## src/cpu_defines.svh

```systemverilog
`ifndef CPU_DEFINES_SVH
`define CPU_DEFINES_SVH

// Width of one memory byte and of the accumulator
`define DATA_WIDTH 8

// Width of a memory address and of the program counter
`define ADDR_WIDTH 8

// Bytes in the shared instruction and data memory
`define MEM_DEPTH 256

// Result cell; the boot image fills everything below it
`define RESULT_ADDR 128

`endif

```

## src/cpu_pkg.sv

```systemverilog
`include "cpu_defines.svh"

package cpu_pkg;

	typedef logic [`DATA_WIDTH-1:0] data_t;
	typedef logic [`ADDR_WIDTH-1:0] addr_t;

	typedef enum logic [7:0] {
		NOP = 8'h00,
		LDI = 8'h10, // Immediate operand
		LDA = 8'h20,
		STA = 8'h30,
		ADD = 8'h40,
		SUB = 8'h50,
		AND = 8'h60,
		OR  = 8'h70,
		XOR = 8'h80,
		JMP = 8'h90,
		JZ  = 8'hA0,
		JC  = 8'hB0,
		HLT = 8'hF0
	} opcode_t;

	typedef enum logic [2:0] {
		aluPass,
		aluAdd,
		aluSub,
		aluAnd,
		aluOr,
		aluXor
	} aluOp_t;

	typedef enum logic [1:0] {
		sFetch,
		sOperand,
		sExecute,
		sHalt
	} cpuState_t;

endpackage

```

## src/upRegisters.sv

```systemverilog
`timescale 1ns/1ns

module upRegisters
	import cpu_pkg::*;
(
	input  logic  clk,
	input  logic  nRst,
	input  data_t memData,
	input  data_t aluResult,
	input  logic  aluCarry,
	input  logic  immSel,
	input  logic  irLoad,
	input  logic  opLoad,
	input  logic  accLoad,
	input  logic  zeroLoad,
	input  logic  carryLoad,
	output data_t instr,
	output data_t operand,
	output data_t aluB,
	output data_t acc,
	output logic  zero,
	output logic  carry
);

	data_t ir;

	// Opcode is seen during fetch so the length can be decoded in time
	assign instr = irLoad ? memData : ir;
	assign aluB = immSel ? operand : memData;

	always_ff @(posedge clk or negedge nRst) begin
		if (!nRst) begin
			ir <= '0;
			acc <= '0;
			zero <= 1'b0;
			carry <= 1'b0;
		end else begin
			if (irLoad)
				ir <= memData;
			if (accLoad)
				acc <= aluResult;
			if (zeroLoad)
				zero <= (aluResult == '0);
			if (carryLoad)
				carry <= aluCarry;
		end
	end

	always_ff @(posedge clk) begin
		if (opLoad)
			operand <= memData;
	end

endmodule

```

## config.mk

```make
export PLATFORM = sky130hd
export DESIGN_NAME = upRegisters
export DESIGN_NICKNAME = d
export VERILOG_FILES = /design/src/cpu_pkg.sv /design/src/upRegisters.sv
export VERILOG_INCLUDE_DIRS = /design/src
export SDC_FILE = /design/constraint.sdc
export NUM_CORES = 1
export LEC_CHECK = 0
export BUFFER_PORTS_ARGS = -buffer_cell sky130_fd_sc_hd__buf_4
export CAP_MARGIN = 20
export CORE_MARGIN = 2
export CORE_UTILIZATION = 45
export CTS_BUF_LIST = sky130_fd_sc_hd__clkbuf_8
export DETAILED_ROUTE_END_ITERATION = 8
export GPL_ROUTABILITY_DRIVEN = 0
export HOLD_SLACK_MARGIN = 0.02
export PLACE_DENSITY = 0.87
export SYNTH_ARGS = -nofsm -noshare
export SYNTH_HDL_FRONTEND = slang
export SYNTH_SLANG_ARGS = --single-unit
export TNS_END_PERCENT = 50
```

## constraint.sdc

```tcl
create_clock -name clk -period 0.9 [get_ports clk]
set_input_delay 0.135 -clock clk [delete_from_list [all_inputs] [get_ports clk]]
set_output_delay 0.135 -clock clk [all_outputs]
set_load 0.05 [all_outputs]
```

# Word level (Yosys, flattened, before mapping)
# Cells that the tools add are included.
[op_classes]
mux = 2
reduce_logical = 1
[ops]
columns = ["cell", "count"]
rows = [
  ["$mux W8", 2],
  ["$logic_not A8 Y1", 1],
]
[word_totals]
reg_bits = 26
in_bits = 25
output_inout_bits = 34
elab_cells = 8

# Logic depth before layout (Yosys ltp)
[logic_depth]
ltp_word = 1
mapped_depth = 2
depth_no_buf = 2

# Worst setup path before layout
# Ideal clock, no wire load.
[synth_timing]
kind = "reg2out"
startpoint = "register operand[0]"
endpoint = "output port aluB[0]"
t_arrival_ps = 1060
required_time_ps = 765
setup_slack_ps = -295
path_stages_with_launch = 2
n_path_buf = 0
path_cell_list = "edfxtp_1 mux2_2"
[synth_between]
elab_chain_cells = 1
[synth_lines]
columns = ["element", "line", "source"]
rows = [
  ["start, declared", "upRegisters.sv:18", "output data_t operand,"],
  ["start signal, assigned", "upRegisters.sv:51", "operand <= memData;"],
  ["$mux W8", "upRegisters.sv:29", "assign aluB = immSel ? operand : memData;"],
  ["end, declared", "upRegisters.sv:19", "output data_t aluB,"],
]
# No other way between the ends.

# Worst setup path after layout
# Same ends and word-level chain as after synthesis.

==> results.md <==
- Critical Path Max Stage Delay: between 400 and 500 ps
- Met3 GRT Util: 5.46%
- Clock transition at path regs: 90 ps
- Met2 Resource Use GR: 34.6%
- Hold Slack: 61.6 ps
- Crit path max fanout: 2
- First-pass GRT wire length: 3800 µm
- Compound-Gate Fraction of Synth Area: 0.959%
- PortBufs: 58
- Most frequent cells in the layout: buf_4 (34), buf_6 (29), dfrtp_1 (17)
- N_diodes: 0
- Start-to-end type of the worst setup path: reg -> out
- Worst setup SP type: register
- Failing checks: negative setup slack
- Max Cap Violations: 0
- Mux cell area share after synthesis: 27.0%
- IO Pins: between 50 and 60
- Run status: complete, but fails checks
- Initial drt markers: 13
- Largest net degree at the start of global routing: 19
- Worst Slack Setup Final: -369 ps
- Clock Skews: 0 ps
- DRT antenna net count: 0
- Synthesized area per cell: 17.7 µm²
- Syn Nets: 84
- Synth area leaders: dfrtp_1 (43%), mux2_2 (27%), edfxtp_1 (23%), buf_6 (3.2%), nor4_2 (1.2%)
- Final #Nets: ~160
- DR pass1 iterations: 4
- Final WL: 2810 µm
- Global-route met1 utilization: 22.5%
- CTS Sinks: 26
- Slew @ Worst Pin: ~230 ps
- # rows: 17
- Largest family of logic cells by synthesized area: multiplexers
- Max Freq: 0.788 GHz
- Post-DP HPWL: 1660 µm
- Leading cell type in the layout, fill and taps excluded: buf_4
- Cell chain of the critical path: mux2_4 -> buf_8
- Final setup viols: 35
- Worst EP required: around 760 ps
- Die Y: 52.2 µm
- Synth top area share: 43.2%
- Root buffer cell: clkbuf_8
- Layout cells sized above 1: 77.3%
- Adder-cell area share of the yosys netlist: 0%
- GR Util All Layers: 19.3%
- YS warnings: 0
- Slew headroom: 84.5%
- H-Tree Depth: 1
- Synthesized cell area: 1040 µm²
- Final cycle utilization of the critical path: 141%
- Hold WC Path Type: in -> reg
- GR peak layer: met2
- Xor and xnor area share after synthesis: 0%
- Data arrival, critical path: 1130 ps
- RSZ-0062 raised after global routing: true
- Tmin final: 1270 ps
- Mapped Cells: 59
- Routed via count: 783
- Die Span X: 52.2 µm
- Post-DR wirelength/cell: 17.6 µm
- Non-Filler Instances: 160
- Placed instance count: 144
- Slew Viols, Final: 0
- Seq cells post-synth: 26
- Post-synthesis simple-gate area fraction: roughly 2.3%
- Fin. Hold Viols: 0
- TritonCTS clock tree: done
- Netlist cell types: 9
- Vias per cell: 4.89
- CP Capture Type: primary output
- Worst skew pair latency: 260 ps
- Core ar.: 2210 µm²
- Power per cell area: 1930 nW/µm²
- Initial antenna violation count: 0
- Area Overhead vs Synth: 79.6%
- Die area: 2720 µm²
- Fill count: 100
- Clock Tree Buf Depth: 2
- Register area share after synthesis: 66.2%
- Drt drc: 0
- Initial core utilization: between 40 and 50%
- CTS Buf Count: 3
- GRT overflow: 0
- Slowest library cell on the worst path: edfxtp_1
- Max VDD drop: 1350 µV
- Post-synth top area cell: dfrtp_1
- Vias in the first global route: ~790
- Static Leak: ~0.9 nW
repair_timing:
action,4_1_cts,5_1_grt
pin swaps,0,0
endpoints found under the setup margin,34,37
hold endpoints to repair,18,0
hold buffers,1,0
resized for setup,38,11
setup buffers,7,6
power by group:
part,internal (mW),switching [mW]
Clock,0.594,0.346
Sequential,1.33,0.0615
Combinational,0.554,0.726
registers in the layout, summed over array words and instances (netlist names):
| signal | flops |
|---|---|
| operand | 8 |
| zero | 1 |
| ir | 8 |
| carry | 1 |
| acc | 8 |
final cells by class:
cell class	count	area (µm²)	area share, %
Timing Repair Buffer	72	712	38.0
Clock buffer	3	41.3	2.20
Clock inverter	1	30.0	1.60
Sequential cell	26	692	36.9
Inverter	1	3.75	0.200
Multi-Input combinational cell	29	360	19.2
Tap cell	28	35.0	1.87
synthesized netlist by cell type (all sizes together):
library cell,instances
buf,3
nor2b,1
mux2,25
nor4,1
nor3,1
inv,1
a32o,1
edfxtp,8
dfrtp,18
final timing paths:
check	startpoint	depth (start not counted)	end	slack, ps
min in group asynchronous	nRst	2	acc[2]	270
worst max register to register	ir[7]	2	ir[7]	0
worst min register to register	ir[5]	1	ir[5]	520
max in group asynchronous	nRst	2	acc[0]	420
worst max-delay path	operand[0]	2	aluB[0]	-370
worst min-delay path	memData[5]	1	operand[5]	60
critical path, delay by kind of cell, from the launching register on:
family	cells	cell delay [ps]
buffers and inverters	1	150
DFF	1	430
muxes	1	290
logic make-up after synthesis:
group,Yosys count
AO/OA/AOI/OAI,1
buffers and inverters,4
flip-flops,26
multiplexers,25
AND/OR/NAND/NOR,3
routing by layer:
layer	vias up	part of all wire, %
met3	4	9.4
li1	360	-
met5	-	0
met2	55	52
met4	0	1.1
met1	364	37
stage by stage:
step                      TNS, ps  total power, mW  area (µm²)  utilization, %  setup WS [ps]
after floorplan             -2720             2.08        1070               -           -247
after global placement       -819             2.42        1530            69.0          -65.8
after detailed placement    -1040             2.44        1530            69.0          -79.8
after CTS                   -6970             3.53        1800            81.5           -345
after global routing        -8880             3.74        1870            84.7           -403
final                       -7620             3.61        1870            84.7           -369
Power figures use the tool's default switching activity.
