$ cat src/cpu_defines.svh
`ifndef CPU_DEFINES_SVH
`define CPU_DEFINES_SVH

// Width of one memory byte and of the accumulator
`define DATA_WIDTH 8

// Width of a memory address and of the program counter
`define ADDR_WIDTH 8

// Bytes in the shared instruction and data memory
`define MEM_DEPTH 256

// Result cell; the boot image fills everything below it
`define RESULT_ADDR 128

`endif

$ cat src/cpu_pkg.sv
`include "cpu_defines.svh"

package cpu_pkg;

	typedef logic [`DATA_WIDTH-1:0] data_t;
	typedef logic [`ADDR_WIDTH-1:0] addr_t;

	typedef enum logic [7:0] {
		NOP = 8'h00,
		LDI = 8'h10, // Immediate operand
		LDA = 8'h20,
		STA = 8'h30,
		ADD = 8'h40,
		SUB = 8'h50,
		AND = 8'h60,
		OR  = 8'h70,
		XOR = 8'h80,
		JMP = 8'h90,
		JZ  = 8'hA0,
		JC  = 8'hB0,
		HLT = 8'hF0
	} opcode_t;

	typedef enum logic [2:0] {
		aluPass,
		aluAdd,
		aluSub,
		aluAnd,
		aluOr,
		aluXor
	} aluOp_t;

	typedef enum logic [1:0] {
		sFetch,
		sOperand,
		sExecute,
		sHalt
	} cpuState_t;

endpackage

$ cat src/upAlu.sv
`timescale 1ns/1ns

module upAlu
	import cpu_pkg::*;
(
	input  data_t  a,
	input  data_t  b,
	input  aluOp_t op,
	output data_t  result,
	output logic   carryOut
);

	logic [$bits(data_t):0] sum;
	logic [$bits(data_t):0] diff;

	assign sum = {1'b0, a} + {1'b0, b};
	assign diff = {1'b0, a} - {1'b0, b}; // MSB is the borrow

	always_comb begin
		carryOut = 1'b0;
		case (op)
			aluAdd: begin
				result = sum[$bits(data_t)-1:0];
				carryOut = sum[$bits(data_t)];
			end
			aluSub: begin
				result = diff[$bits(data_t)-1:0];
				carryOut = diff[$bits(data_t)];
			end
			aluAnd: result = a & b;
			aluOr: result = a | b;
			aluXor: result = a ^ b;
			default: result = b; // Pass for loads
		endcase
	end

endmodule

$ cat config.mk
export PLATFORM = sky130hd
export DESIGN_NAME = upAlu
export DESIGN_NICKNAME = d
export VERILOG_FILES = /design/src/cpu_pkg.sv /design/src/upAlu.sv
export VERILOG_INCLUDE_DIRS = /design/src
export SDC_FILE = /design/constraint.sdc
export NUM_CORES = 1
export LEC_CHECK = 0
export ABC_AREA = 1
export BUFFER_PORTS_ARGS = -buffer_cell sky130_fd_sc_hd__clkbuf_2
export CAP_MARGIN = 15
export CORE_MARGIN = 2
export CORE_UTILIZATION = 29
export DETAILED_ROUTE_END_ITERATION = 8
export REMOVE_ABC_BUFFERS = 1
export SETUP_SLACK_MARGIN = 0.2
export SLEW_MARGIN = 10
export SYNTH_ARGS = -nofsm -noshare
export SYNTH_HDL_FRONTEND = slang
export SYNTH_SLANG_ARGS = --single-unit
$ cat constraint.sdc
create_clock -name vclk -period 2.75
set_clock_uncertainty 0.2 [all_clocks]
set_input_delay 0.55 -clock vclk [all_inputs]
set_output_delay 0.55 -clock vclk [all_outputs]
set_load 0.02 [all_outputs]
; ---- Yosys cells after proc, flatten, opt, wreduce, memory -nomap -nowiden
; Index checks and enable logic that the tools add are counted.
[totals]
regBits = 0
input_bits = 19
output_inout_bits = 9
wordCells = 12
[op_classes]
addsub = 2
eq_ne = 5
n_mux = 2
bitwise_logic = 3
[ops]
columns = operator, n
row1 = $pmux 8 s5, 1
row2 = $add 8x8->9, 1
row3 = $sub 8x8->9, 1
row4 = $and 8x8->8, 1
row5 = $or 8x8->8, 1
row6 = $xor 8x8->8, 1
row7 = $eq 3x2->1 const B, 2
row8 = $eq 3x3->1 const B, 2
row9 = $eq 3x1->1 const B, 1
row10 = $pmux 1 s2, 1

; ---- Logic depth before layout (Yosys ltp)
; Gate-level depths: netlist of the first run.
[logic_depth]
word_depth = 2
mapped_depth = 13
ltp_nobuf = 12

; ---- Worst setup path before layout of the first run
; Ideal clock, no wire load.
[synth_timing]
path_type = in2out
start = input port a[0]
end = output port result[6]
t_arrival_ns = 1.793
t_required_ns = 2.000
path_slack_ns = 0.207
stages = 9
path_buffers = 0
cell_sequence = inv_1 -> ha_1 -> fa_1 -> inv_1 -> nand4_1 -> nand3_1 -> nand2_1 -> nand3_1 -> nand4_1
[synth_via]
elab_chain_cells = 2
elab_cells_between_ends = 3
cone_classes = 2 x add/sub / 1 x mux
[synth_lines]
columns = element, line
row1 = "start, declared", upAlu.sv:6  ; input data_t a,
row2 = $sub 8x8->9 / $add 8x8->9 (equally long branches), "upAlu.sv:17, upAlu.sv:16"
row3 = $pmux 8 s5 (*), upAlu.sv:21  ; case (op)
row4 = "end, declared", upAlu.sv:9  ; output data_t result,
; Every way passes the cells marked *; elsewhere a longest branch is shown, timed or not.

; ---- Final worst setup path of the first run
[layout_timing]
start = input port a[0]
end = output port carryOut
[layout_via]
elab_chain_cells = 2
elab_cells_between_ends = 3
cone_classes = 2 x add/sub / 1 x mux
[layout_lines]
columns = element, line
row1 = $sub 8x8->9 / $add 8x8->9 (equally long branches), "upAlu.sv:17, upAlu.sv:16"
row2 = $pmux 1 s2 (*), upAlu.sv:21
row3 = "end, declared", upAlu.sv:10  ; output logic carryOut
; Marks and branches as above.

==> out/results.tsv, run 1 <==
stage	metric	value	unit
status	status	completed	
route	wirelength	3.86	mm
sta	max_freq	0.375	GHz
grt	grt_max_degree	9	
grt	use_met3	0.291	%
grt	grtUsageTotal	15.2	%
floorplanning	die_area	4840	sq um
place	pre_cts_ws	-77.0	ps
route	wl_per_cell	12.2	um
finish	diodes	0	
place	place.gp.congestion	0.828	
grt	grt_util_met1	20.4	%
sta	period_share	97.1	%
grt	grt-ovfl-total	0	
sta	setup_viol	0	
floorplanning	ios	28	
logic_synthesis	synth-seq-area-share	0	%
route	via_per_inst	4.84	
finish	nFillCells	411	
floorplanning	core_area	4060	sq um
place	io_buffers	28	
finish	fin_cells	315	
route	drt_iter0_drc	55	
place	dp_hpwl	2.77	mm
finish	design.seq.count	0	
route	drc_errors	0	
power_and_ir_drop	power.density	202	nW/um^2
hold_path	hold_path.class	input pin to primary output	
setup_path	startpoint_type	input pin	
grt	grt_use_met2	28.1	%
setup_path	crit_arrival	1920	ps
sta	rsz0062_at_grt	true	
sta	hold_viol_final	0	
finish	syn_to_final_growth	55.8	%
sta	holdWs	1250	ps
route	vias	1524	
grt	grt_pass1_wl	6.29	mm
grt	grt_busiest_layer	met2	
sta	drv_slew	0	
grt	grt_pass1_vias	1401	
logic_synthesis	ys.warnings.count	0	
sta	setup_tns	0	ps
finish	nets	312	
floorplanning	chipHeight	69.6	um
run	cap_violations	0	
grt	antenna_found_initial	0	
setup_path	worstPathRequired	2000	ps
setup_path	path_class	input pin to primary output	
sta	slew_headroom	82.5	%
finish	post-route-cell-area	1940	sq um
logic_synthesis	syn-instance-count	219	
sta	period_needed	2670	ps
finish	clkbuf_count	0	
sta	setup_slack	80.5	ps
power_and_ir_drop	power.leakage	1.01	nW
place	dp_cells	307	
finish	final_cell_mix	46 x nand2_1, 28 x inv_1, 24 x buf_4, 18 x nand3_1	
logic_synthesis	ys_types	27	
finish	mostFrequentLayoutCell	nand2_1	
logic_synthesis	syn_avg_cell_area	5.69	sq um
route	antenna_left	0	
power_and_ir_drop	vdd_ir_drop_max	0.0000655	V
setup_path	cp-end-kind	primary output	
place	placed_area	1530	sq um
floorplanning	rows	23	
sta	worst_pin_slew	260	ps
route	dr.pass1.iters	5	
logic_synthesis	syn_area	1250	sq um
finish	drive_above_1_share	45.7	%
setup_path	critPathMaxFanout	3	
floorplanning	die_w	69.6	um
finish	register_area	0	sq um
floorplanning	start_util	30.7	%
critical path, stage by stage:
cell and delay, ps:
buf_8 90, inv_4 40, ha_4 150, fa_2 360
inv_2 90, nand4_1 120, nand3_1 110, nand2_1 60
nand2_1 60, nand2_1 50, nand2_1 50, nand2_1 50
clkbuf_8 140
routing by layer:
layer / wire length [um] / vias up
li1: - / 793
met1: 1710 / 691
met2: 1960 / 38
met3: 148 / 2
met4: 32 / 0
met5: 0 / -
cell usage after synthesis, types with 2 or more instances:
master   instances  area (sq um)
nand3_1         26           130
o22ai_1          8          50.1
ha_1            24           300
nand3_2          2          20.0
fa_1             2          40.0
a21oi_1          5          25.0
o21ai_1          2          10.0
nor2_4           2          22.5
nand4_1          8          50.1
inv_1           40           150
o21ai_0          2          10.0
nor2_1          18          67.6
inv_2            9          33.8
nand2_1         55           206
nand2_2          2          12.5
buf_4            2          15.0
o21ai_2          2          17.5
through the flow:
stage / power (W) / util [%]
after detailed placement: 0.000287 / 37.6
after floorplan: 0.000188 / -
after global routing: 0.000427 / 47.9
final: 0.000392 / 47.9
after global placement: 0.000287 / 37.6
after CTS: 0.000344 / 43.6
power breakdown:
group	internal, W	leakage, nW	total, W	switching, W
logic	0.000176	1.01	0.000392	0.000217
clock network	0	0	0	0
registers	0	0	0	0
total	0.000176	1.01	0.000392	0.000217
kinds of logic (layout without fill, tap and decap cells):
kind of cell               count (synthesis)  after routing  synth area share [%]
AOI/OAI and AO/OA                         23             23                  12.0
adders and majority gates                 26             26                  27.3
buffers and inverters                     53             99                  16.8
and+or+nand+nor                          117            117                  43.9
final cells by class:
type | count | area [sq um] | share of cell area (%)
Timing Repair Buffer | 49 | 398 | 20.5
Inverter | 50 | 206 | 10.6
Tap cell | 50 | 62.6 | 3.22
Multi-Input combinational cell | 166 | 1270 | 65.7
final timing paths:
check,to,from,cells after the start
worst max-delay path,carryOut,a[0],13
worst min-delay path,result[2],b[2],4
what timing repair did:
item,CTS,global route
setup buffers,6,2
setup endpoints to repair,8,9
pin swaps,15,22
hold buffers,0,0
gates resized for setup,44,55
(Power assumes the default switching activity.)
==> run 2, diff against run 1 <==
- SETUP_SLACK_MARGIN: 0.2 -> not set
==> run 2 against run 1 <==
- global-route usage decreased by 1.8 points
- hold slack improved by 30 ps
- critical path depth unchanged
- largest cell class unchanged
- largest power group unchanged
==> out/results.tsv, run 2 (same netlist as run 1, synthesis figures left out) <==
stage	metric	value	unit	change
finish	register_area	0	sq um	unchanged
power_and_ir_drop	power.density	192	nW/um^2	was 202 nW/um^2
setup_path	path_class	input pin to primary output		unchanged
setup_path	critPathMaxFanout	3		unchanged
route	wirelength	3.51	mm	was 3.86 mm
power_and_ir_drop	total_power	0.000323	W	was 0.000392 W
setup_path	crit_arrival	1940	ps	was 1920 ps
sta	worst_pin_slew	241	ps	was 260 ps
sta	max_freq	0.372	GHz	was 0.375 GHz
floorplanning	rows	23		unchanged
grt	grt_pass1_vias	1316		was 1401
finish	syn_to_final_growth	35.2	%	was 55.8%
sta	hold_viol_final	0		unchanged
sta	rsz0062_at_grt	true		unchanged
route	dr.pass1.iters	4		was 5
route	wl_per_cell	11.4	um	was 12.2 um
finish	nets	305		was 312
route	drt_iter0_drc	67		was 55
grt	grtUsageTotal	13.4	%	was 15.2%
hold_path	hold_path.startpoint	b[2]		unchanged
sta	drv_slew	0		unchanged
place	io_buffers	28		unchanged
floorplanning	ios	28		unchanged
finish	drive_above_1_share	32.2	%	was 45.7%
place	dp_hpwl	2.77	mm	unchanged
finish	mostFrequentLayoutCell	nand2_1		unchanged
finish	final_cell_mix	53 x nand2_1, 38 x inv_1, 22 x clkbuf_2, 20 x nand3_1, 18 x nor2_1		was 46 x nand2_1, 28 x inv_1, 24 x buf_4, 18 x nand3_1
cts	ctsHoldBuffers	0		unchanged
finish	post-route-cell-area	1690	sq um	was 1940 sq um
floorplanning	die_area	4840	sq um	unchanged
sta	setup_tns	0	ps	unchanged
grt	grt_max_degree	9		unchanged
route	vias	1449		was 1524
sta	period_share	97.7	%	was 97.1%
grt	grt_pass1_wl	5.61	mm	was 6.29 mm
place	place.gp.congestion	0.828		unchanged
finish	nFillCells	446		was 411
finish	diodes	0		unchanged
setup_path	worstPathRequired	2000	ps	about the same
setup_path	startpoint_type	input pin		unchanged
floorplanning	chipHeight	69.6	um	unchanged
grt	antenna_found_initial	0		unchanged
run	cap_violations	0		unchanged
sta	slew_headroom	83.9	%	was 82.5%
floorplanning	core_area	4060	sq um	unchanged
sta	period_needed	2690	ps	was 2670 ps
route	via_per_inst	4.70		was 4.84
place	placed_area	1530	sq um	unchanged
status	status	completed		unchanged
power_and_ir_drop	power.leakage	0.941	nW	was 1.01 nW
floorplanning	die_w	69.6	um	unchanged
power_and_ir_drop	vdd_ir_drop_max	0.0000627	V	was 0.0000655 V
finish	fin_util	41.5	%	was 47.9%
sta	setup_viol	0		unchanged
finish	clkbuf_count	0		unchanged
setup_path	cp-startpoint	a[0]		unchanged
setup_path	endpoint	carryOut		unchanged
setup_path	cp-end-kind	primary output		unchanged
finish	design.seq.count	0		unchanged
hold_path	hold_path.class	input pin to primary output		unchanged
floorplanning	start_util	30.7	%	unchanged
grt	grt-ovfl-total	0		unchanged
route	drc_errors	0		unchanged
route	antenna_left	0		unchanged
[run 2: worst max-delay path, stage by stage]
cell,delay [ps]
buf_8,90
inv_4,30
ha_4,150
fa_2,400
inv_2,90
nand4_1,120
nand3_1,110
nand2_1,70
nand2_1,60
nand2_1,50
nand2_1,50
nand2_1,50
buf_6,130
[run 2: what timing repair did]
action / CTS / global route
buffers inserted: 0 / 1
pin swaps: 1 / 9
endpoints found under the setup margin: 3 / 6
gates resized for setup: 3 / 40
[run 2: routing by layer]
layer / up-vias / track usage [%] / part of all wire (%)
li1: 777 / - / -
met1: 647 / 18.6 / 49
met2: 22 / 23.8 / 47
met3: 3 / 0.291 / 2.8
met4: 0 / 1.09 / 0.91
met5: - / 0 / 0
[run 2: cell type report]
class	count	area, sq um	share of cell area (%)
Inverter	50	191	11.4
Tap cell	50	62.6	3.71
Multi-Input combinational cell	166	1150	68.5
Timing Repair Buffer	42	277	16.4
[run 2: how the worst min path moves through the flow]
stage	to	slack, ps	cells after the start
floorplan	result[4]	1080	2
global placement	result[5]	1290	4
detailed placement	result[2]	1300	4
CTS	result[2]	1300	4
global route	result[2]	1310	4
finish	result[2]	1280	4
[run 2: power breakdown]
group	internal [W]	total, W	switching [W]
Sequential	0	0	0
Combinational	0.000133	0.000323	0.000190
Clock	0	0	0
Total	0.000133	0.000323	0.000190
[run 2: metrics by stage]
step | setup slack, ps | hold WS, ps | std cells
after floorplan | 207 | 1080 | 216
after global placement | -56.0 | 1290 | 307
after detailed placement | -77.0 | 1300 | 307
after CTS | 7.60 | 1300 | 307
after global routing | -51.4 | 1310 | 308
final | 62.9 | 1280 | 308
