===== src/cpu_defines.svh =====
`ifndef CPU_DEFINES_SVH
`define CPU_DEFINES_SVH

// Width of one memory byte and of the accumulator
`define DATA_WIDTH 8

// Width of a memory address and of the program counter
`define ADDR_WIDTH 8

// Bytes in the shared instruction and data memory
`define MEM_DEPTH 256

// Result cell; the boot image fills everything below it
`define RESULT_ADDR 128

`endif


===== src/cpu_pkg.sv =====
`include "cpu_defines.svh"

package cpu_pkg;

	typedef logic [`DATA_WIDTH-1:0] data_t;
	typedef logic [`ADDR_WIDTH-1:0] addr_t;

	typedef enum logic [7:0] {
		NOP = 8'h00,
		LDI = 8'h10, // Immediate operand
		LDA = 8'h20,
		STA = 8'h30,
		ADD = 8'h40,
		SUB = 8'h50,
		AND = 8'h60,
		OR  = 8'h70,
		XOR = 8'h80,
		JMP = 8'h90,
		JZ  = 8'hA0,
		JC  = 8'hB0,
		HLT = 8'hF0
	} opcode_t;

	typedef enum logic [2:0] {
		aluPass,
		aluAdd,
		aluSub,
		aluAnd,
		aluOr,
		aluXor
	} aluOp_t;

	typedef enum logic [1:0] {
		sFetch,
		sOperand,
		sExecute,
		sHalt
	} cpuState_t;

endpackage


===== src/upAddressUnit.sv =====
`timescale 1ns/1ns

module upAddressUnit
	import cpu_pkg::*;
(
	input  logic  clk,
	input  logic  nRst,
	input  logic  pcInc,
	input  logic  pcLoad,
	input  logic  addrSel,
	input  data_t operand,
	output addr_t pc,
	output addr_t address
);

	assign address = addrSel ? addr_t'(operand) : pc;

	always_ff @(posedge clk or negedge nRst) begin
		if (!nRst) begin
			pc <= '0;
		end else if (pcLoad) begin
			pc <= addr_t'(operand); // Jump target
		end else if (pcInc) begin
			pc <= pc + 1'b1; // Wraps at the top of memory
		end
	end

endmodule


===== config.mk =====
export PLATFORM = sky130hd
export DESIGN_NAME = upAddressUnit
export DESIGN_NICKNAME = d
export VERILOG_FILES = /design/src/cpu_pkg.sv /design/src/upAddressUnit.sv
export VERILOG_INCLUDE_DIRS = /design/src
export SDC_FILE = /design/constraint.sdc
export NUM_CORES = 1
export LEC_CHECK = 0
export ABC_AREA = 1
export BUFFER_PORTS_ARGS = -buffer_cell sky130_fd_sc_hd__buf_2
export CORE_MARGIN = 3
export CORE_UTILIZATION = 44
export DETAILED_ROUTE_END_ITERATION = 10
export GPL_TIMING_DRIVEN = 0
export PLACE_DENSITY = 0.77
export SLEW_MARGIN = 40
export SYNTH_ARGS = -nofsm -noshare
export SYNTH_HDL_FRONTEND = slang
export SYNTH_SLANG_ARGS = --single-unit
export TNS_END_PERCENT = 10

===== constraint.sdc =====
create_clock -name clk -period 1.2 [get_ports clk]
set_clock_uncertainty 0.05 [all_clocks]
set_input_delay 0.24 -clock clk [delete_from_list [all_inputs] [get_ports clk]]
set_output_delay 0.24 -clock clk [all_outputs]
set_load 0.02 [all_outputs]

# Yosys cells after proc, flatten, opt, wreduce, memory -nomap -nowiden
# Index checks and enable logic that the tools add are counted.
# totals
ram_bits,0
ff_bits,8
out_inout_bits,16
mem_bits_ro,0
wordCells,6
mem_count,0
input_bits,13
latchBits,0
# classes
n_reduce_logical,1
bitwise_logic,0
n_lt_le_gt_ge,0
eq_ne,0
n_shift,0
muxes,3
div_mod_pow,0
add_sub_neg,1
n_mul,0
# op_table
cell,count
8-bit 2-to-1 mux,3
"8-bit by 1-bit adder with 8-bit output, second input constant",1
2-bit nonzero test,1

# Logic depth before layout (Yosys ltp)
# Gate-level depths: netlist (run 1).
# depth
ltp_word,3
ltp_mapped,7
mapped_depth_nobuf,6

# Worst setup path before layout (run 1)
# No wires, ideal clock.
# synth_path
path_type,register to output
start,register pc[4]
end,output address[4]
setup_slack_ps,-171
path_buffers,0
path_stages_with_launch,3
t_arrival_ps,1081
cell_sequence,dfrtp_1 inv_1 o21ai_0
# synth_via
elab_chain_cells,1
# synth_rtl
element,line_no,text
"start, declared",upAddressUnit.sv:12,"output addr_t pc,"
"start signal, assigned",upAddressUnit.sv:22,pc <= addr_t'(operand);
"start signal, assigned",upAddressUnit.sv:24,pc <= pc + 1'b1;
8-bit 2-to-1 mux,upAddressUnit.sv:16,assign address = addrSel ? addr_t'(operand) : pc;
"end, declared",upAddressUnit.sv:13,output addr_t address
# No other way between the ends.

# Worst setup path after layout (run 1)
# layout_path
start,register pc[1]
end,output address[1]
# The elaborated chain is that of the path after synthesis.

==> results of run 1 <==
[where the power goes]
| group | leakage [nW] | total (mW) | switching, mW | internal, mW |
|---|---|---|---|---|
| sequential | 0.0929 | 0.345 | 0.0414 | 0.304 |
| clock | 0.0138 | 0.210 | 0.0957 | 0.115 |
| combinational | 0.335 | 0.392 | 0.227 | 0.166 |
[cell usage in the layout (no fill, tap or decap)]
cell type,count
nor2_8,1
nand3_1,9
o21ai_2,4
nor2_4,3
dfrtp_2,4
nand3_2,1
o21ai_0,1
buf_4,5
nand2_1,28
mux2_4,2
clkbuf_4,3
inv_1,3
xor2_1,2
inv_2,4
nand2_2,1
nor2_1,1
ha_2,1
buf_6,6
buf_2,20
dlygate4sd3_1,1
dfrtp_1,4
o21ai_1,3
a22oi_1,6
[critical path, cell delays in order, from the launching register on]
cell and delay, ns:
dfrtp_2 0.43, mux2_4 0.28, buf_6 0.13
[cells in the mapped netlist, drive strengths merged]
master and instances:
inv 7, nand3 10, nor2 5, mux2 2, nand2 29, buf 3
o21ai 8, dfrtp 8, ha 1, a22oi 6, xor2 2
[per-stage QoR]
stage               std cells    TNS, ns  worst slack [ns]  instance area (um^2)  hold slack [ns]
global route              127     -1.508           -0.2144                 873.3           0.1799
global placement          122  -0.001367         -0.001367                 759.5          0.04570
detailed placement        122   -0.02132          -0.01702                 759.5          0.04696
floorplan                  81    -0.3969           -0.1172                 606.8          -0.1056
finish                    127    -0.8737           -0.1782                 873.3           0.1729
CTS                       127     -1.071           -0.2365                 825.8           0.1673
[metal layers]
layer / up-vias / GRT usage [%]
li1: 334 / -
met1: 304 / 22.73
met2: 26 / 28.61
met3: 4 / 3.814
met4: 0 / 7.229
met5: - / 0
[path summary, 6_finish.rpt]
check / from / to / slack, ns / cells after the start
min in group asynchronous: nRst / pc[6] / 0.31 / 2
worst max-delay path: pc[1] / address[1] / -0.18 / 2
worst max register to register: pc[1] / pc[4] / -0.02 / 6
worst min register to register: pc[1] / pc[1] / 0.50 / 2
max in group asynchronous: nRst / pc[1] / 0.59 / 2
worst min-delay path: operand[0] / pc[0] / 0.17 / 3
[area by class of cell]
cell class / instances / area (um^2)
Buffer: 2 / 16.27
Clock buffer: 3 / 22.52
Fill cell: 97 / 327.8
Inverter: 7 / 26.28
Multi-Input combinational cell: 63 / 386.6
Sequential cell: 8 / 205.2
Tap cell: 14 / 17.52
Timing Repair Buffer: 30 / 198.9
[cell families after synthesis]
family | share of synthesized area (%)
muxes | 3.711
DFF | 32.99
and+or+nand+nor | 36.08
AOI/OAI and AO/OA | 14.02
buffers and inverters | 8.246
adders and majority gates | 2.062
xor gates and xnor gates | 2.887
[repair_timing]
item | CTS | global route
resized for setup | 14 | 17
setup endpoints to repair | 9 | 16
endpoints found under the hold margin | 8 | 0
hold buffers | 1 | 0
buffers inserted | 1 | 1
==> results.md, run 1 <==
* Synthesized area at between 600 and 700 um^2
* Final nets at approximately 130
* Wire length reported by the detailed router at 1.637 mm
* Clock slew at reported path FFs at around 0.05 ns
* Worst Path Max Fanout at 4
* Die area at between 1500 and 2000 um^2
* Via count at between 600 and 700
* Worst Max-Slew Pin Slew at 0.2178 ns
* Vias in the first global route at between 500 and 600
* CTS Sinks at 8
* Fin crit share at 114.9%
* Top cell type's share of synthesized area at around 33%
* Antenna Cells at 0
* Gr ovfl total at 0
* Initial Utilization at about half
* Clock latency on the worst-skew pair at roughly 0.26 ns
* Largest net degree at the start of global routing at 11
* Row cnt at 12
* Final min period at 1.378 ns
* Share of layout cells above drive strength 1 at a little under 50%
* First drt pass iteration count at 4
* Startpoint types: register
* Syn Inst Count at just over 80
* Post-Route M1 WL at slightly below 700 um
* H-tree lvl count at 1
* Crit end category: output pin
* DPL Wire Length at approximately 1.1 mm
* Syn avg cell area at 7.492 um^2
* Worst vdd ir at around 800 uV
* Max-Cap Viols at 0
* Drt initial violations at 20
* Setup ws final at -0.1782 ns
* Layout area overhead at 43.92%
* Worst EP required at 0.91 ns
* Final core occ at about 73%
* Outcome: finished with violations
* Top reg by flops: pc
* F_max at 0.7256 GHz
* Clock Tree Root: clkbuf_4
* Initial antenna violation count at 0
* RSZ-0062 raised after global routing: true
* Max-slew violations at 0
* Leak Pwr at 0.4415 nW
* Port bufs at 27
* First-pass GRT wire length at roughly 2.6 mm
* Worst Hold Class: in2reg
* Netlist cell types at 19
* Top cells by area, synth: dfrtp_1 33%, nand2_1 17%, nand3_1 8.2%
* Failing checks: negative setup slack
* Met3 wire length at ~100 um
* DR vias/cell at about 5.3
* DR top layer: met4
* CORE AREA at ~1200 um^2
* Arrival time worst endpoint at 1.09 ns
* Critical setup path kind: reg2out
* Top cell type by total area after synthesis: dfrtp_1
* Die W at between 40 and 50 um
* Fin. Hold Viols at 0
* Drt wl/cell at approximately 13 um
* Clk buf depth at 2
* Net count after synthesis at 95
* Routability congestion estimate at approximately 0.79
* Power Density at roughly 1100 nW/um^2
* IO Pins at 29
* CTS tree: yes
* Antenna viol nets, final at 0
* Die Ht at 43.14 um
* Total CTS buffers at 3
* Setup violators final at 10
* Sequential element share of the synthesized area at 32.99%
* Total number of yosys warnings at 0
* GRT Util Overall at between 10% and 20%
* Met2 wire length at around 830 um
* Biggest regs: pc (8)
* Seq cells post-synth at 8
* # DRC at 0
* Number of flip-flops in the largest register at 8
* Total chip power at about 0.95 mW
* Relative slew slack at 85.45%
(Power assumes the default switching activity.)
==> run 2: changes to the inputs <==
--- a/config.mk
+++ b/config.mk
@@ -8,11 +8,14 @@
 export LEC_CHECK = 0
 export ABC_AREA = 1
 export BUFFER_PORTS_ARGS = -buffer_cell sky130_fd_sc_hd__buf_2
+export CELL_PAD_IN_SITES_DETAIL_PLACEMENT = 1
+export CELL_PAD_IN_SITES_GLOBAL_PLACEMENT = 2
+export CORE_ASPECT_RATIO = 0.9
 export CORE_MARGIN = 3
-export CORE_UTILIZATION = 44
+export CORE_UTILIZATION = 23
 export DETAILED_ROUTE_END_ITERATION = 10
 export GPL_TIMING_DRIVEN = 0
-export PLACE_DENSITY = 0.77
+export PLACE_DENSITY_LB_ADDON = 0.1
 export SLEW_MARGIN = 40
 export SYNTH_ARGS = -nofsm -noshare
 export SYNTH_HDL_FRONTEND = slang
==> results.md, run 2 (synthesized netlist as in run 1, its figures left out) <==
* Outcome: finished with violations
* Failing checks: negative setup slack
* Startpoint types: register
* Setup TNS at -0.7641 ns (+0.1096 ns)
* Clock slew at reported path FFs at 0.06 ns (about the same)
* Critical setup path kind: reg2out
* Total CTS buffers at 3 (unchanged)
* RSZ-0062 raised after global routing: true
* Switch share at 38.68% (+0.32 points)
* CTS tree: yes
* Worst Path Max Fanout at 4 (unchanged)
* Share of layout cells above drive strength 1 at 49.56% (+0.88 points)
* CP top delay family: flip-flops
* CP max stage delay at 0.41 ns (-0.02 ns)
* Final min period at 1.376 ns (-0.002079 ns)
* Initial antenna violation count at 0 (unchanged)
* Drt initial violations at 4 (-80%)
* Most frequent cells in the layout: 28 x nand2_1, 20 x buf_2, 9 x nand3_1, 7 x buf_6
* Antenna Cells at 0 (unchanged)
* Gr ovfl total at 0 (unchanged)
* Clock latency on the worst-skew pair at 0.26 ns (about the same)
* Total chip power at 0.9587 mW (+1.1%)
* IO Pins at 29 (unchanged)
* WHS Path Cells at 3 (unchanged)
* H-tree lvl count at 1 (unchanged)
* DR vias/cell at 4.837 (-8.0%)
* Layout area overhead at 47.83%
* Max-Cap Viols at 0 (unchanged)
* Vias in the first global route at 667 (+11%)
* Buf/Inv on CP at 1 (unchanged)
* Die Ht at 54.73 um (+27%)
* Worst EP required at 0.91 ns (about the same)
* Worst Max-Slew Pin Slew at 0.2349 ns (+0.01712 ns)
* Internal at 0.5878 mW (+0.63%)
* Crit end category: output pin
* First-pass GRT wire length at 3.098 mm (+21%)
* Critical Path Start: pc[1]
* Die area at 3292 um^2 (+77%)
* DPL Wire Length at 1.424 mm (+27%)
* Antenna viol nets, final at 0 (unchanged)
* Biggest regs: pc (8)
* Non-Filler Instances at 141 (+11%)
* Final core occ at 36.05% (-37 points)
* Clock Tree Root: clkbuf_4
* Comb power frac at 41.5% (about the same)
* Drt wl/cell at 13.33 um (+3.4%)
* Largest net degree at the start of global routing at 11 (unchanged)
* First drt pass iteration count at 3 (-1)
* CORE AREA at 2489 um^2 (+110%)
* Fin crit share at 114.7% (-0.17 points)
* Layout fillers at 324 (+230%)
* DP Area at 777.0 um^2 (+2.3%)
* Via count at 682 (+2.1%)
* Critical hold path startpoint: operand[1]
* Fin. Hold Viols at 0 (unchanged)
* CP Depth at 2 (unchanged)
* F_max at 0.7267 GHz (+0.15%)
* FF-to-FF Start: pc[1]
* CTS Sinks at 8 (unchanged)
* Routability congestion estimate at 0.7189 (-8.5%)
* Slowest-stage cell, CP: dfrtp_1
* Clk buf depth at 2 (unchanged)
* Setup ws final at -0.1761 ns (+0.002079 ns)
* Die W at 60.15 um (+39%)
* Most common cell after layout, fill and taps aside: nand2_1
* Arrival time worst endpoint at 1.09 ns (about the same)
* Worst vdd ir at 636.9 uV (-20%)
* Worst Hold Class: in2reg
* Power share of the clock group at 22.0% (-0.2 points)
* Setup violators final at 8 (-2)
* GRT Util Overall at 13.02% (-4.8 points)
* Power Density at 1069 nW/um^2 (-1.5%)
* CP cell instances: mux2_4 -> buf_6
* Wire length reported by the detailed router at 1.880 mm (+15%)
* Row cnt at 17 (+5)
* Final nets at 129 (unchanged)
* Sequential fraction of design power at 36.4% (about the same)
* Initial Utilization at 24.38% (-26 points)
* Worst reg2reg path depth at 6 (unchanged)
* Number of flip-flops in the largest register at 8 (unchanged)
* Inst Count DP at 136 (+11%)
* Relative slew slack at 84.30% (-1.1 points)
* # DRC at 0 (unchanged)
* Total net switching power at 0.3708 mW (+2.0%)
* Max-slew violations at 0 (unchanged)
* Final instance area at 897.1 um^2 (+2.7%)
* Top reg by flops: pc
* Port bufs at 27 (unchanged)
* Leak Pwr at 0.4370 nW (-1.0%)
run 2: area by class of cell:
class | instances | area (um^2) | area share [%]
clock buffer | 3 | 22.52 | 2.510
inverter | 7 | 26.28 | 2.929
sequential | 8 | 205.2 | 22.87
timing repair buffer | 30 | 202.7 | 22.59
multi-input combinational | 63 | 389.1 | 43.38
buffer | 2 | 16.27 | 1.813
tap | 28 | 35.03 | 3.905
run 2: metrics by stage:
step | hold WS (ns) | worst slack (ns)
2_1_floorplan | -0.1056 | -0.1172
3_3_place_gp | 0.05982 | -0.03085
3_5_place_dp | 0.05712 | -0.03633
4_1_cts | 0.1698 | -0.2539
5_1_grt | 0.1894 | -0.2123
6_report | 0.1759 | -0.1761
run 2: power by group through the flow:
stage / combinational (mW) / sequential [mW] / clock, mW
6_report: 0.398 / 0.349 / 0.211
5_1_grt: 0.439 / 0.357 / 0.239
4_1_cts: 0.371 / 0.347 / 0.220
3_5_place_dp: 0.337 / 0.345 / 0
3_3_place_gp: 0.332 / 0.344 / 0
2_1_floorplan: 0.182 / 0.376 / 0
run 2: path summary, 6_finish.rpt:
check / endpoint / slack (ns)
max in group asynchronous: pc[5] / 0.59
worst max-delay path: address[1] / -0.18
worst min register to register: pc[6] / 0.51
worst max register to register: pc[4] / 0.02
worst min-delay path: pc[1] / 0.18
min in group asynchronous: pc[1] / 0.31
run 2: timing repair:
| item | in CTS | in global routing |
|---|---|---|
| buffers inserted | 1 | 1 |
| endpoints found under the setup margin | 11 | 15 |
| gates resized for setup | 20 | 13 |
| hold buffers | 1 | 0 |
| endpoints found under the hold margin | 8 | 0 |
run 2: metal layers:
metal	up-vias	GRT usage, %	part of all wire, %	routed length [um]
met3	2	4.481	6.4	121
met2	20	21.22	49	913
met5	-	0	0	0
met4	0	2.214	0.43	8
li1	333	-	-	-
met1	327	16.83	44	836
run 2: worst register-to-register path, stage by stage (launching register included):
cell	delay [ns]
dfrtp_1	0.41
buf_4	0.16
ha_4	0.16
nand3_2	0.07
xor2_1	0.15
nand2_1	0.06
nand2_1	0.05
