## config.mk

```make
export PLATFORM = sky130hd
export DESIGN_NAME = upControl
export DESIGN_NICKNAME = d
export VERILOG_FILES = /design/src/cpu_pkg.sv /design/src/upControl.sv
export VERILOG_INCLUDE_DIRS = /design/src
export SDC_FILE = /design/constraint.sdc
export NUM_CORES = 1
export LEC_CHECK = 0
export ABC_AREA = 1
export CORE_AREA = 10 10 47 49
export DETAILED_ROUTE_END_ITERATION = 12
export DIE_AREA = 0 0 57 59
export DONT_BUFFER_PORTS = 1
export GPL_TIMING_DRIVEN = 0
export PLACE_DENSITY = 0.46
export SYNTH_ARGS = -nofsm -noshare
export SYNTH_HDL_FRONTEND = slang
export SYNTH_SLANG_ARGS = --single-unit
```

## constraint.sdc

```tcl
create_clock -name clk -period 1.5 [get_ports clk]
set_input_delay 0.075 -clock clk [delete_from_list [all_inputs] [get_ports clk]]
set_output_delay 0.075 -clock clk [all_outputs]
set_load 0.005 [all_outputs]
```

## src/cpu_defines.svh

```systemverilog
`ifndef CPU_DEFINES_SVH
`define CPU_DEFINES_SVH

// Width of one memory byte and of the accumulator
`define DATA_WIDTH 8

// Width of a memory address and of the program counter
`define ADDR_WIDTH 8

// Bytes in the shared instruction and data memory
`define MEM_DEPTH 256

// Result cell; the boot image fills everything below it
`define RESULT_ADDR 128

`endif

```

## src/cpu_pkg.sv

```systemverilog
`include "cpu_defines.svh"

package cpu_pkg;

	typedef logic [`DATA_WIDTH-1:0] data_t;
	typedef logic [`ADDR_WIDTH-1:0] addr_t;

	typedef enum logic [7:0] {
		NOP = 8'h00,
		LDI = 8'h10, // Immediate operand
		LDA = 8'h20,
		STA = 8'h30,
		ADD = 8'h40,
		SUB = 8'h50,
		AND = 8'h60,
		OR  = 8'h70,
		XOR = 8'h80,
		JMP = 8'h90,
		JZ  = 8'hA0,
		JC  = 8'hB0,
		HLT = 8'hF0
	} opcode_t;

	typedef enum logic [2:0] {
		aluPass,
		aluAdd,
		aluSub,
		aluAnd,
		aluOr,
		aluXor
	} aluOp_t;

	typedef enum logic [1:0] {
		sFetch,
		sOperand,
		sExecute,
		sHalt
	} cpuState_t;

endpackage

```

## src/upControl.sv

```systemverilog
`timescale 1ns/1ns

module upControl
	import cpu_pkg::*;
(
	input  logic   clk,
	input  logic   nRst,
	input  logic   run,
	input  data_t  instr,
	input  logic   zero,
	input  logic   carry,
	output logic   irLoad,
	output logic   opLoad,
	output logic   accLoad,
	output logic   zeroLoad,
	output logic   carryLoad,
	output logic   immSel,
	output logic   pcInc,
	output logic   pcLoad,
	output logic   addrSel,
	output logic   memWe,
	output aluOp_t aluOp,
	output logic   halted
);

	cpuState_t state;
	cpuState_t nextState;
	opcode_t   opcode;

	// Unknown bytes fall to the default branch and act as NOP
	assign opcode = opcode_t'(instr);
	assign halted = (state == sHalt);

	function automatic logic twoByte(input opcode_t op);
		return op inside {LDI, LDA, STA, ADD, SUB, AND, OR, XOR, JMP, JZ, JC};
	endfunction

	always_ff @(posedge clk or negedge nRst) begin
		if (!nRst) begin
			state <= sFetch;
		end else begin
			state <= nextState;
		end
	end

	always_comb begin
		irLoad = 1'b0;
		opLoad = 1'b0;
		accLoad = 1'b0;
		zeroLoad = 1'b0;
		carryLoad = 1'b0;
		immSel = 1'b0;
		pcInc = 1'b0;
		pcLoad = 1'b0;
		addrSel = 1'b0;
		memWe = 1'b0;
		aluOp = aluPass;
		nextState = state;
		case (state)
			sFetch: begin
				if (run) begin // Instruction boundary, the only place run is sampled
					irLoad = 1'b1;
					pcInc = 1'b1;
					nextState = twoByte(opcode) ? sOperand : sExecute;
				end
			end
			sOperand: begin
				opLoad = 1'b1;
				pcInc = 1'b1;
				nextState = sExecute;
			end
			sExecute: begin
				addrSel = 1'b1; // Operand register addresses memory
				nextState = sFetch;
				case (opcode)
					LDI: begin
						immSel = 1'b1;
						accLoad = 1'b1;
						zeroLoad = 1'b1;
					end
					LDA: begin
						accLoad = 1'b1;
						zeroLoad = 1'b1;
					end
					ADD, SUB: begin
						aluOp = (opcode == ADD) ? aluAdd : aluSub;
						accLoad = 1'b1;
						zeroLoad = 1'b1;
						carryLoad = 1'b1;
					end
					AND, OR, XOR: begin
						case (opcode)
							AND: aluOp = aluAnd;
							OR: aluOp = aluOr;
							default: aluOp = aluXor;
						endcase
						accLoad = 1'b1;
						zeroLoad = 1'b1;
					end
					STA: memWe = 1'b1;
					JMP: pcLoad = 1'b1;
					JZ: pcLoad = zero;
					JC: pcLoad = carry;
					HLT: nextState = sHalt;
					default: ;
				endcase
			end
			default: nextState = sHalt; // Held until reset
		endcase
	end

endmodule

```

# [Word level (Yosys, flattened, before mapping)]
# Index checks and enable logic that the tools add are counted.
[word_totals] reg_bits=2 inputBits=13 output_inout_bits=14 elab_cells=45
[classes] n_eq_ne=16 muxes=23 reduce_logical=5
[ops] op="8-bit equality test, second input constant" n=5
[ops] op="8-bit by 7-bit equality test with 1-bit output, second input constant" n=4
[ops] op="8-bit by 6-bit equality test with 1-bit output, second input constant" n=2
[ops] op="1-bit 2-to-1 mux" n=13
[ops] op="3-bit one-hot mux with 2 select lines" n=2
[ops] op="11-bit nonzero test" n=1
[ops] op="8-bit by 5-bit equality test with 1-bit output, second input constant" n=1
[ops] op="2-bit 2-to-1 mux" n=4
[ops] op="7-bit OR reduction" n=1
[ops] op="2-bit one-hot mux with 3 select lines" n=1
[ops] op="2-bit equality test, second input constant" n=2
[ops] op="3-bit 2-to-1 mux" n=1
[ops] op="1-bit one-hot mux with 3 select lines" n=1
[ops] op="3-bit OR reduction" n=1
[ops] op="2-bit by 1-bit equality test with 1-bit output, second input constant" n=1
[ops] op="2-bit logical NOT" n=1
[ops] op="2-bit != test, second input constant" n=1
[ops] op="1-bit one-hot mux with 2 select lines" n=1
[ops] op="2-bit OR reduction" n=1

# [Longest topological paths before layout]
# Gate-level depths: netlist of run 1.
[logic_depth] ltp_word=5 mapped_depth=9 mapped_depth_nobuf=9

# [Worst setup path before layout of run 1]
# OpenSTA, ideal clock, no wires.
[synth_path] path_kind="reg-to-output" startpoint="reg state[1]" endpoint="out zeroLoad" arrival_time_ps=1054 required_ps=1425 path_slack_ps=371 path_stages_with_launch=6 cell_sequence="dfrtp_1 -> inv_1 -> nor2_1 -> inv_2 -> a31oi_1 -> buf_4"
[synth_via] elab_chain_len=2
[synth_lines] item="start, declared" line_no="upControl.sv:26" text="cpuState_t state;"
[synth_lines] item="start signal, assigned" line_no="upControl.sv:40" text="state <= sFetch;"
[synth_lines] item="start signal, assigned" line_no="upControl.sv:42" text="state <= nextState;"
[synth_lines] item="2-bit equality test"
[synth_lines] item="1-bit 2-to-1 mux"
[synth_lines] item="end, declared" line_no="upControl.sv:15" text="output logic zeroLoad,"
# No other way between the ends.

# [Worst setup path after layout of run 1]
[layout_path] startpoint="reg state[0]" endpoint="out zeroLoad"
# Same word-level chain as after synthesis.

==> flow_summary.toml, run 1 <==
[synth]
yosys-top-cells-area = "nand2_1 (13%), dfrtp_1 (12%), inv_1 (10%)"
synth_cell_type_count = 23
yosysWarnings = 0
synth_top_area_share_pct = 12.7
syn_area_um2 = 413
ys_ff_latch = 2
synthCells = 73
ys_seq_area_share_pct = 12.1
synth_nets = 86
synth_area_leader_cell = "nand2_1"
avgSynthCellArea_um2 = 5.66

[placement]
portBuffers = 0
dpl.hpwl_um = 1030
gp_congestion = 0.819

[die]
die_area_um2 = 3360
row_count = 14
die_w_um = 57
die_h_um = 59
start_util_pct = 29.5
core_area_um2 = 1400
ios = 27

[pwr]
power_frac_comb_pct = 45.0
power_switching_uw = 188
power.density_nw_per_um2 = 823
p_seq_share_pct = 24.8
power.internal_uw = 209
p_sw_share_pct = 47.3
cellLeakagePower_nw = 0.227
power_frac_clock_pct = 30.2
finalPower_uw = 396
ir_worst_vdd_mv = 0.200

[status]
status = "finished clean"

[final_layout]
fillers = 175
nNetsFinal = 92
utilization_pct = 34.4
drive_gt1_share_pct = 36.4
seq_area_um2 = 51.3
multiInputGateArea_um2 = 313
largest_reg_flops = 2
reg.largest.list = "state x2"
antenna_cells = 0
largest_register = "state"
area_delta_synth_final_pct = 16.7

[clocking]
ctsHtreeMaxLevel = 1
cts_inserted_buffers = 3
cts.reportedPaths.clkPinSlew_ns = 0.03
cts_buffer_depth = 2
cts-root-buf = "clkbuf_4"
postCtsSetupRepairBufs = 0
insertion_delay_ns = 0.22
cts.sinks = 2
cts_tree = "done"

[global_routing]
grt_pass1_vias = 511
grt_usage_pct = 7.53
antenna_found_initial = 0
grt_start_max_net_pins = 10
grt_pass1_wl_um = 2130
grt_overflow = 0

[routing]
drtIter0Drc = 7
dr_total_vias = 440
viasPerCell = 4.73
first_pass_iters = 3
drt-wirelength-per-cell_um = 13.2
antenna_left = 0
drc = 0
routed_wl_um = 1230

[timing]
grt_setup_unrepaired = "no"
finClkSkew_ns = 0.00284
setup_viol = 0
tightest_slew_ns = 0.296
fin_setup_tns_ns = 0
hold_viol_final = 0
min_period_over_period_pct = 92.3
period_needed_ns = 1.38
slew_headroom_pct = 80.2
slew_violations = 0
fmax_ghz = 0.722

[critical_path]
cp_cell_sequence = "nor2_2 -> inv_2 -> a31oi_2 -> buf_4"
critPathCaptureType = "output port"
required_ns = 1.42
critPathMaxStageDelay_ns = 0.42
ff2ff_setup_slack_ns = 0.44
arrival_ns = 1.31
worst-path-max-fanout = 9
path_class = "flip-flop to output port"
worstSetupStartpointType = "flip-flop"
cp_slowest_cell = "dfrtp_1"

[job]
cap_viol_max_count = 0

[worst_hold_path]
hp-class = "input port to flip-flop"
-- path summary, 6_finish.rpt --
| check | cells past startpoint | endpoint | from |
|---|---|---|---|
| min in group asynchronous | 1 | state[0]$_DFFE_PN0P_ | nRst |
| worst max-delay path | 4 | zeroLoad | state[0]$_DFFE_PN0P_ |
| worst min register to register | 2 | state[0]$_DFFE_PN0P_ | state[1]$_DFFE_PN0P_ |
| worst min-delay path | 2 | state[0]$_DFFE_PN0P_ | run |
| worst max register to register | 4 | state[1]$_DFFE_PN0P_ | state[0]$_DFFE_PN0P_ |
| max in group asynchronous | 1 | state[1]$_DFFE_PN0P_ | nRst |
-- final cells by class --
type	count	area share, %
multi-input cells	55	64.9
inverters	15	11.9
flip-flops and latches	2	10.6
clock buffers	3	4.68
well taps	16	4.16
repair buffers	1	2.08
plain buffers	1	1.56
-- worst max-delay path: cells and delay by family, from the launching register on --
kind	cells	cell delay (ns)
AO/OA/AOI/OAI	1	0.21
buffers and inverters	2	0.27
AND/OR/NAND/NOR	1	0.18
flip-flops	1	0.42
-- logic make-up after synthesis --
| kind of cell | synth area share (%) |
|---|---|
| simple gates | 55.5 |
| buf+inv | 15.8 |
| flops | 12.1 |
| compound gates | 16.7 |
-- layer usage --
metal / GRT usage, % / part of all wire [%] / up-vias
met4: 3.02 / 0 / 0
li1: - / - / 234
met1: 8.22 / 42 / 189
met3: 3.22 / 9.3 / 0
met5: 0 / 0 / -
met2: 12.6 / 49 / 17
-- synthesized netlist by cell type --
cell type,number
a211oi_2,1
inv_1,11
inv_2,3
a211oi_1,1
o21a_1,1
nor2_2,5
a21oi_1,2
nand2_1,14
nand2_4,1
a31oi_1,1
nand3_1,1
nand4_1,1
nor3_1,3
a21oi_2,1
buf_4,1
o21ai_0,2
dfrtp_1,2
nor2_4,2
nor4_1,1
clkinv_2,1
nor2_1,11
o22ai_1,1
nand2_2,6
-- stage by stage --
stage	hold slack [ns]	worst slack [ns]	area, um^2	cells
after floorplan	-0.221	0.371	413	73
after global placement	-0.221	0.146	433	89
after detailed placement	-0.221	0.139	433	89
after CTS	0.00185	0.0406	480	93
after global routing	0.0203	0.0194	482	93
final	0.0101	0.115	482	93
-- power by group through the flow --
stage | registers (mW) | logic, mW | clock network [mW]
2_1_floorplan | 0.0866 | 0.137 | 0
3_3_place_gp | 0.0946 | 0.168 | 0
3_5_place_dp | 0.0958 | 0.169 | 0
4_1_cts | 0.0949 | 0.182 | 0.128
5_1_grt | 0.100 | 0.211 | 0.126
6_report | 0.0982 | 0.179 | 0.120
-- timing repair --
item / CTS / global route
endpoints found under the setup margin: 2 / 2
pin swaps: 0 / 0
hold endpoints to repair: 2 / 0
hold buffers: 1 / 0
gates resized for setup: 3 / 1
-- layout by cell type (no fill, tap or decap) --
| cell type | synthesis | final |
|---|---|---|
| nand2_2 | 6 | 6 |
| clkinv_2 | 1 | 1 |
| a21oi_1 | 2 | 2 |
| nor4_2 | 0 | 1 |
| nor2_1 | 11 | 10 |
| buf_4 | 1 | 1 |
| o21a_1 | 1 | 1 |
| clkbuf_4 | 0 | 3 |
| nor3_1 | 3 | 3 |
| o21ai_0 | 2 | 2 |
| dfrtp_2 | 0 | 1 |
| a211oi_2 | 1 | 1 |
| nor2_2 | 5 | 6 |
| inv_1 | 11 | 11 |
| dlygate4sd3_1 | 0 | 1 |
| nand2_1 | 14 | 14 |
| inv_2 | 3 | 3 |
| o22ai_1 | 1 | 1 |
| nand2_4 | 1 | 1 |
| a21oi_2 | 1 | 1 |
| a31oi_2 | 0 | 1 |
| nand4_1 | 1 | 1 |
| a211oi_1 | 1 | 1 |
| dfrtp_1 | 2 | 1 |
| nand3_1 | 1 | 1 |
| nor2_4 | 2 | 2 |
Power figures use the tool's default switching activity.
==> run 2: changes to the inputs <==
Settings changed: HOLD_SLACK_MARGIN set to 0.03.
==> flow_summary.toml, run 2 (synthesis results as in run 1) <==
[die]
core_area_um2 = 1400
ios = 27
die_area_um2 = 3360
die_w_um = 57
row_count = 14
die_h_um = 59
start_util_pct = 29.5

[final_layout]
largest_register = "state"
nNetsFinal = 93
reg.largest.list = "state x2"
seq_area_um2 = 51.3
antenna_cells = 0
fillers = 174
fin_cells = 94
largest_reg_flops = 2
final_cell_area_um2 = 492
multiInputGateArea_um2 = 313
final_cell_mix = "nand2_1 (14), inv_1 (11), nor2_1 (10), nor2_2 (6), nand2_2 (6)"
drive_gt1_share_pct = 35.9
area_delta_synth_final_pct = 19.1
final_common_cell = "nand2_1"

[clocking]
cts_tree = "done"
postCtsSetupRepairBufs = 0
cts.sinks = 2
cts_inserted_buffers = 3
cts_buffer_depth = 2
insertion_delay_ns = 0.22
ctsHtreeMaxLevel = 1
cts-root-buf = "clkbuf_4"
cts.reportedPaths.clkPinSlew_ns = 0.03

[routing]
first_pass_iters = 2
routed_wl_um = 1240
drc = 0
dr_total_vias = 446
antenna_left = 0
drtIter0Drc = 5
viasPerCell = 4.74
drt-wirelength-per-cell_um = 13.2

[global_routing]
grt_start_max_net_pins = 10
grt_usage_pct = 7.62
grt_overflow = 0
antenna_found_initial = 0
grt_pass1_vias = 515
grt_pass1_wl_um = 2150

[pwr]
ir_worst_vdd_mv = 0.200
power.density_nw_per_um2 = 812
finalPower_uw = 399
cellLeakagePower_nw = 0.231

[critical_path]
critPathCaptureType = "output port"
r2r_start = "state[0]$_DFFE_PN0P_"
path_class = "flip-flop to output port"
required_ns = 1.42
critPathMaxStageDelay_ns = 0.42
worstSetupStartpointType = "flip-flop"
ff2ff_path_depth = 4
ff2ff_setup_slack_ns = 0.44
cp_slowest_cell = "dfrtp_1"
arrival_ns = 1.31
cp_cell_sequence = "nor2_2 -> inv_2 -> a31oi_2 -> buf_4"
crit-reg2reg-capture = "state[1]$_DFFE_PN0P_"
worst-path-max-fanout = 9

[timing]
hold_viol_final = 0
hold_slack_ns = 0.0867
slew_violations = 0
period_needed_ns = 1.38
fmax_ghz = 0.722
fin_setup_tns_ns = 0
setup_viol = 0
min_period_over_period_pct = 92.3
slew_headroom_pct = 80.2
tightest_slew_ns = 0.296
grt_setup_unrepaired = "no"
finClkSkew_ns = 0.00258

[placement]
placed_area_um2 = 433
placedCellCount = 89
gp_congestion = 0.819
portBuffers = 0
dpl.hpwl_um = 1030

[worst_hold_path]
hp-class = "input port to async pin"

[job]
cap_viol_max_count = 0

[status]
status = "finished clean"
run 2: changes by cell type in the layout (fill, tap and decap cells not counted):
cell	previous run	this run
dlygate4sd3_1	1	2
run 2: per-layer routing:
layer	GRT usage [%]	share of wire, %
met2	12.7	48
met5	0	0
met3	3.43	9.1
met1	8.24	43
met4	3.02	0
run 2: timing repair:
action | 4_1_cts | 5_1_grt
pin swaps | 0 | 0
hold endpoints to repair | 3 | 0
hold buffers | 2 | 0
setup endpoints to repair | 2 | 2
gates resized for setup | 3 | 1
run 2: worst max path at each step:
stage | cells after the start | slack (ns) | startpoint | end
after floorplan | 5 | 0.37 | state[1]$_DFFE_PN0P_ | zeroLoad
after global placement | 5 | 0.15 | state[1]$_DFFE_PN0P_ | zeroLoad
after detailed placement | 5 | 0.14 | state[1]$_DFFE_PN0P_ | zeroLoad
after CTS | 5 | 0.04 | state[1]$_DFFE_PN0P_ | zeroLoad
after global routing | 4 | 0.02 | state[0]$_DFFE_PN0P_ | zeroLoad
final | 4 | 0.12 | state[0]$_DFFE_PN0P_ | zeroLoad
run 2: layout make-up:
class                      instances  area share [%]
tap                               16            4.07
inverter                          15            11.7
sequential                         2            10.4
clock buffer                       3            4.58
multi-input combinational         55            63.6
buffer                             1            1.53
timing repair buffer               2            4.07
run 2: critical path, delay by kind of cell (launching register included):
kind / cells / cell delay (ns)
DFF: 1 / 0.42
buffers and inverters: 2 / 0.27
AOI/OAI and AO/OA: 1 / 0.21
and+or+nand+nor: 1 / 0.18
run 2: power by group:
group	internal [mW]	total, mW	switching [mW]
registers	0.0725	0.0985	0.0259
clock network	0.0883	0.120	0.0312
logic	0.0498	0.181	0.131
total	0.211	0.399	0.188
run 2: through the flow:
stage	util [%]	worst slack (ns)
6_report	35.1	0.115
5_1_grt	35.1	0.0194
4_1_cts	35.0	0.0406
3_5_place_dp	30.9	0.139
3_3_place_gp	30.9	0.146
2_1_floorplan	-	0.371
==> run 3: changes to the inputs <==
Settings changed: CORE_AREA 10 10 47 49 to 2 2 39 41, DIE_AREA 0 0 57 59 to 0 0 41 43, SETUP_SLACK_MARGIN set to 0.02.
==> flow_summary.toml, run 3 (synthesis results as in run 1) <==
[critical_path]
worstSetupStartpointType = "flip-flop"
required_ns = 1.42
critPathCaptureType = "output port"
arrival_ns = 1.29
cp-endpoint = "zeroLoad"
crit-reg2reg-capture = "state[1]$_DFFE_PN0P_"
path_class = "flip-flop to output port"
ff2ff_path_depth = 4
ff2ff_setup_slack_ns = 0.45
r2r_start = "state[0]$_DFFE_PN0P_"
startpoint = "state[0]$_DFFE_PN0P_"
worst-path-max-fanout = 9

[die]
die_area_um2 = 1760
row_count = 14
die_w_um = 41
core_area_um2 = 1380
start_util_pct = 29.8
ios = 27
die_h_um = 43

[timing]
grt_setup_unrepaired = "no"
tightest_slew_ns = 0.312
slew_headroom_pct = 79.0
fin_setup_tns_ns = 0
fmax_ghz = 0.732
setup_viol = 0
finClkSkew_ns = 0.00165
hold_viol_final = 0
period_needed_ns = 1.37
slew_violations = 0
min_period_over_period_pct = 91.0

[job]
cap_viol_max_count = 0

[global_routing]
grt_start_max_net_pins = 10
grt_pass1_vias = 403
grt_overflow = 0
grt_usage_pct = 12.6
antenna_found_initial = 0
grt_pass1_wl_um = 1530

[routing]
first_pass_iters = 4
drt-wirelength-per-cell_um = 10.9
drc = 0
dr_total_vias = 437
drtIter0Drc = 6
routed_wl_um = 1020
viasPerCell = 4.65
antenna_left = 0

[pwr]
power.density_nw_per_um2 = 800
p_sw_share_pct = 46.4
finalPower_uw = 393
p_seq_share_pct = 24.4
ir_worst_vdd_mv = 0.212
power.internal_uw = 211
power_frac_clock_pct = 30.5
cellLeakagePower_nw = 0.231
power_switching_uw = 183
power_frac_comb_pct = 45.1

[clocking]
cts_inserted_buffers = 3
insertion_delay_ns = 0.22
ctsHtreeMaxLevel = 1
cts.reportedPaths.clkPinSlew_ns = 0.03
cts.sinks = 2
cts_buffer_depth = 2
cts-root-buf = "clkbuf_4"
cts_tree = "done"
postCtsSetupRepairBufs = 0

[placement]
portBuffers = 0
dpl.hpwl_um = 810
placedCellCount = 89
gp_congestion = 0.762

[worst_hold_path]
hp-class = "input port to async pin"

[final_layout]
final_common_cell = "nand2_1"
area_delta_synth_final_pct = 19.1
final_cell_mix = "nand2_1 (14), inv_1 (11), nor2_1 (10), nor2_2 (6), nand2_2 (6)"
largest_reg_flops = 2
reg.largest.list = "state x2"
fin_cells = 94
nNetsFinal = 93
fillers = 159
antenna_cells = 0
largest_register = "state"
drive_gt1_share_pct = 35.9

[status]
status = "finished clean"
-- run 3: cell counts in the layout (fill, tap and decap cells not counted) --
No cell type changed its count.
-- run 3: how the worst min path moves through the flow --
stage                     from              endpoint  cells past startpoint
after floorplan           nRst  state[0]$_DFFE_PN0P_                      0
after global routing      nRst  state[1]$_DFFE_PN0P_                      1
after detailed placement  nRst  state[0]$_DFFE_PN0P_                      0
after CTS                 nRst  state[0]$_DFFE_PN0P_                      1
after global placement    nRst  state[0]$_DFFE_PN0P_                      0
final                     nRst  state[0]$_DFFE_PN0P_                      1
-- run 3: cell type report --
cell class                      instances  area (um^2)  share of cell area, %
Multi-Input combinational cell         55          313                   63.6
Inverter                               15         57.6                   11.7
Sequential cell                         2         51.3                   10.4
Clock buffer                            3         22.5                   4.58
Timing Repair Buffer                    2         20.0                   4.07
Tap cell                               16         20.0                   4.07
Buffer                                  1         7.51                   1.53
-- run 3: power by group through the flow --
stage               sequential (mW)  combinational [mW]  clock, mW
floorplan                    0.0866               0.137          0
global placement             0.0937               0.164          0
detailed placement           0.0949               0.165          0
CTS                          0.0946               0.180      0.128
global route                  0.100               0.205      0.133
finish                       0.0958               0.177      0.120
-- run 3: layer usage --
metal | part of all wire [%] | vias to the layer above | GRT usage, %
li1 | - | 239 | -
met1 | 39 | 179 | 12.0
met2 | 50 | 19 | 21.3
met3 | 11 | 0 | 4.19
met4 | 0 | 0 | 8.00
met5 | 0 | - | 0
-- run 3: through the flow --
| step | util [%] | hold WS [ns] | area [um^2] | setup slack [ns] |
|---|---|---|---|---|
| floorplan | - | -0.221 | 413 | 0.371 |
| global placement | 31.3 | -0.221 | 433 | 0.203 |
| detailed placement | 31.3 | -0.221 | 433 | 0.178 |
| CTS | 35.4 | 0.0727 | 490 | 0.0684 |
| global route | 35.5 | 0.0830 | 492 | 0.0574 |
| finish | 35.5 | 0.0827 | 492 | 0.134 |
-- run 3: worst max-delay path: stages (launching register included) --
cell and delay [ns]:
dfrtp_1 0.42, nor2_2 0.18, inv_2 0.12, a31oi_2 0.20
buf_4 0.14
-- run 3: what timing repair did --
action                     4_1_cts  5_1_grt
hold endpoints to repair         3        0
cloned                           0        0
resized for setup                3        1
hold buffers                     2        0
setup endpoints to repair        2        3
